`src/isa_pkg.sv`:
```
package isa_pkg;

	// operand and result width
	localparam int DATA_W = 32;

	typedef logic [DATA_W-1:0] data_t;

	typedef enum logic [1:0] {
		OP_ADD = 2'd0,
		OP_SUB = 2'd1,
		OP_XOR = 2'd2,
		OP_MUL = 2'd3
	} op_t;

	// cycles from dispatch to the CDB
	localparam int ALU_LATENCY = 1;

	// also the length of the reservation register
	localparam int MUL_LATENCY = 3;

endpackage

```
`src/rob_pkg.sv`:
```
package rob_pkg;
	import isa_pkg::*;

	// tags are sized for the largest ROB
	localparam int ROB_DEPTH_MAX = 16;
	localparam int TAG_W = $clog2(ROB_DEPTH_MAX);

	typedef logic [TAG_W-1:0] tag_t;

	typedef struct packed {
		logic  valid;
		tag_t  tag;
		data_t data;
	} cdb_t;

	// low partial product and tag inside the multiplier
	typedef struct packed {
		tag_t  tag;
		data_t prod;
	} mul_stage_t;

endpackage

```
`src/issue_if.sv`:
```
`timescale 1ns/1ps

interface issue_if import isa_pkg::*, rob_pkg::*; ();

	logic  valid;
	op_t   op;
	data_t a;
	data_t b;
	tag_t  tag;

	// issue queue
	modport source (
		output valid,
		output op,
		output a,
		output b
	);

	// reorder buffer hands out the tag
	modport alloc (
		input  valid,
		output tag
	);

	modport sink (
		input valid,
		input op,
		input a,
		input b,
		input tag
	);

endinterface

```
`src/issue_queue.sv`:
```
`timescale 1ns/1ps

module issue_queue import isa_pkg::*; #(
	parameter int QUEUE_DEPTH = 4
) (
	input  logic    clk,
	input  logic    arst_n,
	input  logic    in_valid,
	input  op_t     in_op,
	input  data_t   in_a,
	input  data_t   in_b,
	output logic    in_credit,
	input  logic    slot_free_alu,
	input  logic    slot_free_mul,
	input  logic    rob_space,
	issue_if.source dispatch
);
	localparam int PTR_W = $clog2(QUEUE_DEPTH);
	localparam int CNT_W = $clog2(QUEUE_DEPTH + 1);

	op_t              op_mem[QUEUE_DEPTH];
	data_t            a_mem[QUEUE_DEPTH];
	data_t            b_mem[QUEUE_DEPTH];
	logic [PTR_W-1:0] wr_ptr;
	logic [PTR_W-1:0] rd_ptr;
	logic [CNT_W-1:0] count;
	logic             slot_free;
	logic             pop;

	function automatic logic [PTR_W-1:0] ptr_inc(input logic [PTR_W-1:0] ptr);
		return (ptr == PTR_W'(QUEUE_DEPTH - 1)) ? '0 : ptr + 1'b1;
	endfunction

	// head leaves once its result slot and a ROB entry are free
	assign slot_free = (op_mem[rd_ptr] == OP_MUL) ? slot_free_mul : slot_free_alu;
	assign pop       = (count != '0) && slot_free && rob_space;

	assign dispatch.valid = pop;
	assign dispatch.op    = op_mem[rd_ptr];
	assign dispatch.a     = a_mem[rd_ptr];
	assign dispatch.b     = b_mem[rd_ptr];

	always_ff @(posedge clk) begin
		if (in_valid) begin
			op_mem[wr_ptr] <= in_op;
			a_mem[wr_ptr]  <= in_a;
			b_mem[wr_ptr]  <= in_b;
		end
	end

	always_ff @(posedge clk or negedge arst_n) begin
		if (!arst_n) begin
			wr_ptr    <= '0;
			rd_ptr    <= '0;
			count     <= '0;
			in_credit <= 1'b0;
		end else begin
			if (in_valid) begin
				wr_ptr <= ptr_inc(wr_ptr);
			end
			if (pop) begin
				rd_ptr <= ptr_inc(rd_ptr);
			end
			count     <= count + CNT_W'(in_valid) - CNT_W'(pop);
			// one credit back per entry gone
			in_credit <= pop;
		end
	end

	// sender must never push without a credit
	a_no_overflow: assert property (@(posedge clk) disable iff (!arst_n)
		in_valid |-> count != CNT_W'(QUEUE_DEPTH));

endmodule

```
`src/delay_pipe.sv`:
```
`timescale 1ns/1ps

module delay_pipe #(
	parameter type payload_t = logic,
	parameter int  DEPTH     = 1
) (
	input  logic     clk,
	input  logic     arst_n,
	input  logic     in_valid,
	input  payload_t in_data,
	output logic     out_valid,
	output payload_t out_data
);
	logic     valid_q[DEPTH];
	payload_t data_q[DEPTH];

	always_ff @(posedge clk or negedge arst_n) begin
		if (!arst_n) begin
			for (int i = 0; i < DEPTH; i++) begin
				valid_q[i] <= 1'b0;
			end
		end else begin
			valid_q[0] <= in_valid;
			for (int i = 1; i < DEPTH; i++) begin
				valid_q[i] <= valid_q[i-1];
			end
		end
	end

	always_ff @(posedge clk) begin
		data_q[0] <= in_data;
		for (int i = 1; i < DEPTH; i++) begin
			data_q[i] <= data_q[i-1];
		end
	end

	assign out_valid = valid_q[DEPTH-1];
	assign out_data  = data_q[DEPTH-1];

endmodule

```
`src/alu_unit.sv`:
```
`timescale 1ns/1ps

module alu_unit import isa_pkg::*, rob_pkg::*; (
	input  logic  clk,
	input  logic  arst_n,
	issue_if.sink dispatch,
	output cdb_t  result
);
	data_t alu_out;
	logic  res_valid;
	tag_t  res_tag;
	data_t res_data;

	always_comb begin
		case (dispatch.op)
			OP_SUB:  alu_out = dispatch.a - dispatch.b;
			OP_XOR:  alu_out = dispatch.a ^ dispatch.b;
			default: alu_out = dispatch.a + dispatch.b;
		endcase
	end

	always_ff @(posedge clk or negedge arst_n) begin
		if (!arst_n) begin
			res_valid <= 1'b0;
		end else begin
			res_valid <= dispatch.valid && (dispatch.op != OP_MUL);
		end
	end

	// payload only follows a real dispatch
	always_ff @(posedge clk) begin
		if (dispatch.valid) begin
			res_tag  <= dispatch.tag;
			res_data <= alu_out;
		end
	end

	assign result = '{valid: res_valid, tag: res_tag, data: res_data};

endmodule

```
`src/mul_unit.sv`:
```
`timescale 1ns/1ps

module mul_unit import isa_pkg::*, rob_pkg::*; (
	input  logic  clk,
	input  logic  arst_n,
	issue_if.sink dispatch,
	output cdb_t  result
);
	localparam int PIPE_DEPTH = MUL_LATENCY - 1;

	logic       start;
	mul_stage_t low_in;
	mul_stage_t low_out;
	logic       low_valid;
	data_t      cross_in;
	data_t      cross_out;
	logic       cross_valid;
	logic       res_valid;
	tag_t       res_tag;
	data_t      res_data;

	assign start = dispatch.valid && (dispatch.op == OP_MUL);

	// a*b mod 2^32 = a*b[15:0] + (a[15:0]*b[31:16] << 16)
	assign low_in   = '{tag: dispatch.tag, prod: dispatch.a * {16'b0, dispatch.b[15:0]}};
	assign cross_in = {dispatch.a[15:0] * dispatch.b[31:16], 16'b0};

	delay_pipe #(.payload_t(mul_stage_t), .DEPTH(PIPE_DEPTH)) u_low_pipe (
		.clk, .arst_n,
		.in_valid(start), .in_data(low_in),
		.out_valid(low_valid), .out_data(low_out)
	);

	delay_pipe #(.payload_t(data_t), .DEPTH(PIPE_DEPTH)) u_cross_pipe (
		.clk, .arst_n,
		.in_valid(start), .in_data(cross_in),
		.out_valid(cross_valid), .out_data(cross_out)
	);

	// final stage sums the partial products
	always_ff @(posedge clk or negedge arst_n) begin
		if (!arst_n) begin
			res_valid <= 1'b0;
		end else begin
			res_valid <= low_valid && cross_valid;
		end
	end

	always_ff @(posedge clk) begin
		res_tag  <= low_out.tag;
		res_data <= low_out.prod + cross_out;
	end

	assign result = '{valid: res_valid, tag: res_tag, data: res_data};

endmodule

```
`src/cdb_scheduler.sv`:
```
`timescale 1ns/1ps

module cdb_scheduler import isa_pkg::*, rob_pkg::*; (
	input  logic  clk,
	input  logic  arst_n,
	issue_if.sink dispatch,
	input  cdb_t  alu_result,
	input  cdb_t  mul_result,
	output logic  slot_free_alu,
	output logic  slot_free_mul,
	output cdb_t  cdb
);
	//////////////////////////////////////////////////
	// reservations
	//////////////////////////////////////////////////

	// bit i set means the CDB is taken i+1 cycles from now
	logic [MUL_LATENCY-1:0] rsv;
	logic [MUL_LATENCY-1:0] booked;

	assign slot_free_alu = !rsv[ALU_LATENCY-1];
	assign slot_free_mul = !rsv[MUL_LATENCY-1];

	always_comb begin
		booked = rsv;
		if (dispatch.valid) begin
			if (dispatch.op == OP_MUL) begin
				booked[MUL_LATENCY-1] = 1'b1;
			end else begin
				booked[ALU_LATENCY-1] = 1'b1;
			end
		end
	end

	// shift toward the current cycle
	always_ff @(posedge clk or negedge arst_n) begin
		if (!arst_n) begin
			rsv <= '0;
		end else begin
			rsv <= booked >> 1;
		end
	end

	//////////////////////////////////////////////////
	// merge
	//////////////////////////////////////////////////

	assign cdb = alu_result.valid ? alu_result : mul_result;

	a_one_driver: assert property (@(posedge clk) disable iff (!arst_n)
		!(alu_result.valid && mul_result.valid));

	// a slot held for the multiplier gets its result
	a_slot_filled: assert property (@(posedge clk) disable iff (!arst_n)
		rsv[0] |=> mul_result.valid);

endmodule

```
`src/reorder_buffer.sv`:
```
`timescale 1ns/1ps

module reorder_buffer import isa_pkg::*, rob_pkg::*; #(
	parameter int ROB_DEPTH = 4
) (
	input  logic   clk,
	input  logic   arst_n,
	issue_if.alloc dispatch,
	input  cdb_t   cdb,
	output logic   rob_space,
	output logic   commit_valid,
	output tag_t   commit_tag,
	output data_t  commit_data
);
	localparam int PTR_W = $clog2(ROB_DEPTH);
	localparam int CNT_W = $clog2(ROB_DEPTH + 1);

	logic [ROB_DEPTH-1:0] busy;
	logic [ROB_DEPTH-1:0] done;
	data_t                result_mem[ROB_DEPTH];
	logic [PTR_W-1:0]     head;
	logic [PTR_W-1:0]     tail;
	logic [CNT_W-1:0]     count;
	logic [PTR_W-1:0]     wb_idx;

	//////////////////////////////////////////////////
	// allocation
	//////////////////////////////////////////////////

	assign dispatch.tag = tag_t'(tail);
	assign rob_space    = count != CNT_W'(ROB_DEPTH);
	assign wb_idx       = cdb.tag[PTR_W-1:0];

	//////////////////////////////////////////////////
	// commit
	//////////////////////////////////////////////////

	// done is only ever set on a busy entry
	assign commit_valid = done[head];
	assign commit_tag   = tag_t'(head);
	assign commit_data  = result_mem[head];

	always_ff @(posedge clk or negedge arst_n) begin
		if (!arst_n) begin
			busy  <= '0;
			done  <= '0;
			head  <= '0;
			tail  <= '0;
			count <= '0;
		end else begin
			if (dispatch.valid) begin
				busy[tail] <= 1'b1;
				tail       <= tail + 1'b1;
			end
			if (cdb.valid) begin
				done[wb_idx] <= 1'b1;
			end
			if (commit_valid) begin
				busy[head] <= 1'b0;
				done[head] <= 1'b0;
				head       <= head + 1'b1;
			end
			count <= count + CNT_W'(dispatch.valid) - CNT_W'(commit_valid);
		end
	end

	// result capture from the CDB
	always_ff @(posedge clk) begin
		if (cdb.valid) begin
			result_mem[wb_idx] <= cdb.data;
		end
	end

	// each tag comes back once, and only while allocated
	a_cdb_write: assert property (@(posedge clk) disable iff (!arst_n)
		cdb.valid |-> (int'(cdb.tag) < ROB_DEPTH) && busy[wb_idx] && !done[wb_idx]);

endmodule

```
`src/exec_core.sv`:
```
`timescale 1ns/1ps

module exec_core import isa_pkg::*, rob_pkg::*; #(
	parameter int QUEUE_DEPTH = 4,
	parameter int ROB_DEPTH   = 4
) (
	input  logic  clk,
	input  logic  arst_n,
	input  logic  in_valid,
	input  op_t   in_op,
	input  data_t in_a,
	input  data_t in_b,
	output logic  in_credit,
	output logic  commit_valid,
	output tag_t  commit_tag,
	output data_t commit_data
);
	logic slot_free_alu;
	logic slot_free_mul;
	logic rob_space;
	cdb_t alu_result;
	cdb_t mul_result;
	cdb_t cdb;

	issue_if dispatch_bus();

	//////////////////////////////////////////////////
	// issue
	//////////////////////////////////////////////////

	issue_queue #(.QUEUE_DEPTH(QUEUE_DEPTH)) u_issue_queue (
		.clk, .arst_n,
		.in_valid, .in_op, .in_a, .in_b,
		.in_credit,
		.slot_free_alu, .slot_free_mul, .rob_space,
		.dispatch(dispatch_bus.source)
	);

	//////////////////////////////////////////////////
	// units
	//////////////////////////////////////////////////

	alu_unit u_alu_unit (
		.clk, .arst_n,
		.dispatch(dispatch_bus.sink),
		.result(alu_result)
	);

	mul_unit u_mul_unit (
		.clk, .arst_n,
		.dispatch(dispatch_bus.sink),
		.result(mul_result)
	);

	//////////////////////////////////////////////////
	// cdb and commit
	//////////////////////////////////////////////////

	cdb_scheduler u_cdb_scheduler (
		.clk, .arst_n,
		.dispatch(dispatch_bus.sink),
		.alu_result, .mul_result,
		.slot_free_alu, .slot_free_mul,
		.cdb
	);

	reorder_buffer #(.ROB_DEPTH(ROB_DEPTH)) u_reorder_buffer (
		.clk, .arst_n,
		.dispatch(dispatch_bus.alloc),
		.cdb,
		.rob_space,
		.commit_valid, .commit_tag, .commit_data
	);

endmodule

```
`config.mk`:
```
export PLATFORM = sky130hd
export DESIGN_NAME = exec_core
export DESIGN_NICKNAME = d
export VERILOG_FILES = /design/src/isa_pkg.sv /design/src/rob_pkg.sv /design/src/issue_if.sv /design/src/issue_queue.sv /design/src/delay_pipe.sv /design/src/alu_unit.sv /design/src/mul_unit.sv /design/src/cdb_scheduler.sv /design/src/reorder_buffer.sv /design/src/exec_core.sv
export SDC_FILE = /design/constraint.sdc
export NUM_CORES = 2
export LEC_CHECK = 0
export BUFFER_PORTS_ARGS = -buffer_cell sky130_fd_sc_hd__buf_2
export CORE_MARGIN = 4
export CORE_UTILIZATION = 35
export DETAILED_ROUTE_END_ITERATION = 6
export GPL_TIMING_DRIVEN = 0
export PLACE_DENSITY = 0.47
export SYNTH_ARGS = -nofsm -noshare
export SYNTH_HDL_FRONTEND = slang
export SYNTH_HIERARCHICAL = 1
export SYNTH_SLANG_ARGS = --single-unit
```
`constraint.sdc`:
```
create_clock -name clk -period 16.3 [get_ports clk]
set_input_delay 3.26 -clock clk [delete_from_list [all_inputs] [get_ports clk]]
set_output_delay 3.26 -clock clk [all_outputs]
set_load 0.01 [all_outputs]
```
==> flow_summary.ini <==
[outcome]
status = completed

[routing]
wl_per_cell_microns = 22.0
routed_wl_microns = 115000
drc = 0
antenna_left = 0
routed-via-count = 25467
drtIter0Drc = 1660
via_per_inst = 4.89
firstDrtPassIters = 6

[synthesis]
synthCells = 3426
synth_warnings = 6
synth_area_sq_mm = 0.0410
syn_area_per_cell_sq_um = 12.0

[die]
die_h_microns = 350
die_w_microns = 350
start_util_pct = 35.3
dieArea_sq_mm = 0.123
rows = 125
core_sq_mm = 0.116
boundaryPins = 107

[placement]
gp_congestion = 0.858
place_inst = 5082
numPortBuffers = 104
dp_hpwl_microns = 87200
place_ws_ps = 6180

[clocking]
numCtsBuffers = 70
cts_hold_buf = 0
post-cts-setup-buffers = 0
cts-resized-gates = 0
cts_tree = built
clkSinkCount = 619
h-tree-depth = 3
cts.clk_slew.worst_paths_ps = 70
root_buffer = clkbuf_16
cts_buffer_depth = 3
clkLatencyLatePin_ps = 630

[cells_and_area]
layout.cells.non_filler = 5210
finish.net_count = 4277
drive_above_1_share_pct = 12.9
fillers = 11225
syn_to_final_growth_pct = 12.3

[global_routing]
grt_antenna_before_repair = 12
grt_usage_pct = 19.0
grt_overflow_total = 0
grt_max_degree = 56
grt_pass1_wl_microns = 172000
grt_pass1_vias = 26392

[timing]
slew_violations = 0
fin_skew_ps = 46.7
setup_slack_ps = 6250
min_period_over_period_pct = 61.7
fmax_mhz = 99.5
fin_tns_setup_ps = 0
hold_viol = 0
setup_viol = 0
rsz0062_at_grt = false
whs_ps = 316
slew_headroom_pct = 36.0
tightestPinTransition_ps = 960
post-route-min-period_ps = 10050

[worst_setup_path]
required_ps = 16770
crit_type = flip-flop to flip-flop
slowest_stage = o41ai_1
path_common_cell = fa_1
critPathMaxStageDelay_ps = 740
end_kind = flip-flop
crit_fanout = 10
arrival_ps = 10520
setup.worst_path.start_class = flip-flop

[flow_run]
max-cap-violations = 0

[hold_path]
holdCritPathClass = flip-flop to flip-flop
[state kept, by name, indices dropped and copies added, names as in the netlist, 4 cells and up]
signal                          cells
u_mul_unit/u_low_pipe/data_q       68
u_mul_unit/u_cross_pipe/data_q     64
u_issue_queue/op_mem                8
u_issue_queue/b_mem               128
u_issue_queue/a_mem               128
u_reorder_buffer/done               4
u_mul_unit/res_data                32
u_alu_unit/res_data                32
u_reorder_buffer/result_mem       128
[layer usage]
metal  track usage, %  share of wire [%]
met1             26.9                 46
met2             30.7                 47
met3             2.81                4.9
met4             4.60                2.2
met5                0              0.056
[through the flow]
step,util (%),cell area (sq um)
after detailed placement,37.7,43800
after global routing,39.6,46000
after global placement,37.4,43500
after floorplan,-,41000
final,39.6,46000
after CTS,39.6,46000
[worst max-delay path, delay by kind of cell (launching register included)]
family	cells	cell delay, ps
muxes	1	560
AOI/OAI and AO/OA	6	1760
buffers and inverters	8	2870
adders and majority gates	7	3270
xor gates and xnor gates	1	530
and+or+nand+nor	2	310
DFF	1	540
[path summary, 6_finish.rpt]
check | from | endpoint | slack [ps] | cells past startpoint
max | u_issue_queue/rd_ptr[1]$_DFFE_PN0P_ | u_mul_unit/u_low_pipe/data_q[0][31]$_DFF_P_ | 6250 | 25
min | u_mul_unit/u_cross_pipe/data_q[0][3]$_DFF_P_ | u_mul_unit/u_cross_pipe/data_q[0][35]$_DFF_P_ | 320 | 0
max reg2reg | u_issue_queue/rd_ptr[1]$_DFFE_PN0P_ | u_mul_unit/u_low_pipe/data_q[0][31]$_DFF_P_ | 6250 | 25
min reg2reg | u_mul_unit/u_cross_pipe/data_q[0][3]$_DFF_P_ | u_mul_unit/u_cross_pipe/data_q[0][35]$_DFF_P_ | 320 | 0
max in group asynchronous | arst_n | u_mul_unit/u_cross_pipe/valid_q[1]$_DFF_PN0_ | 13190 | 1
min in group asynchronous | arst_n | u_reorder_buffer/head[1]$_DFFE_PN0P_ | 2660 | 1
[cell type report]
type / count / area, sq um / share of cell area, %
clock buffers: 90 / 1900 / 4.12
well taps: 1524 / 1910 / 4.14
inverters: 496 / 1860 / 4.04
multi-input cells: 2109 / 21200 / 46.1
flip-flops and latches: 619 / 16800 / 36.5
repair buffers: 116 / 776 / 1.68
clock inverters: 32 / 372 / 0.807
plain buffers: 218 / 1190 / 2.58
diodes: 6 / 15.0 / 0.0326
[placed cells by master, fill, tap and decap left out, types with 8 or more instances in the layout]
cell type  instances
o41ai_1            9
nand2_1          387
clkinv_2           8
dfxtp_1          166
nand3_1           18
o21ai_0           44
dfrtp_1           27
xnor2_1          133
nor4_1             8
clkbuf_16         71
a31oi_1           10
o21a_1            15
buf_2            118
inv_1            496
o21bai_1           9
a21o_1            53
nor3_1            27
a21oi_1           94
edfxtp_1         426
nor2b_1           11
clkbuf_1         133
o21ai_1           10
buf_4             74
and2_1           208
xor2_1            73
a211oi_1          13
fa_1             388
ha_1             190
conb_1            19
nand4_1           10
mux2_4            29
mux4_2            98
nand2b_1          14
nor2_1            83
and3_1            13
Power is not shown: default switching activity piles up to over one toggle a cycle in this logic, so the estimate is an artifact.
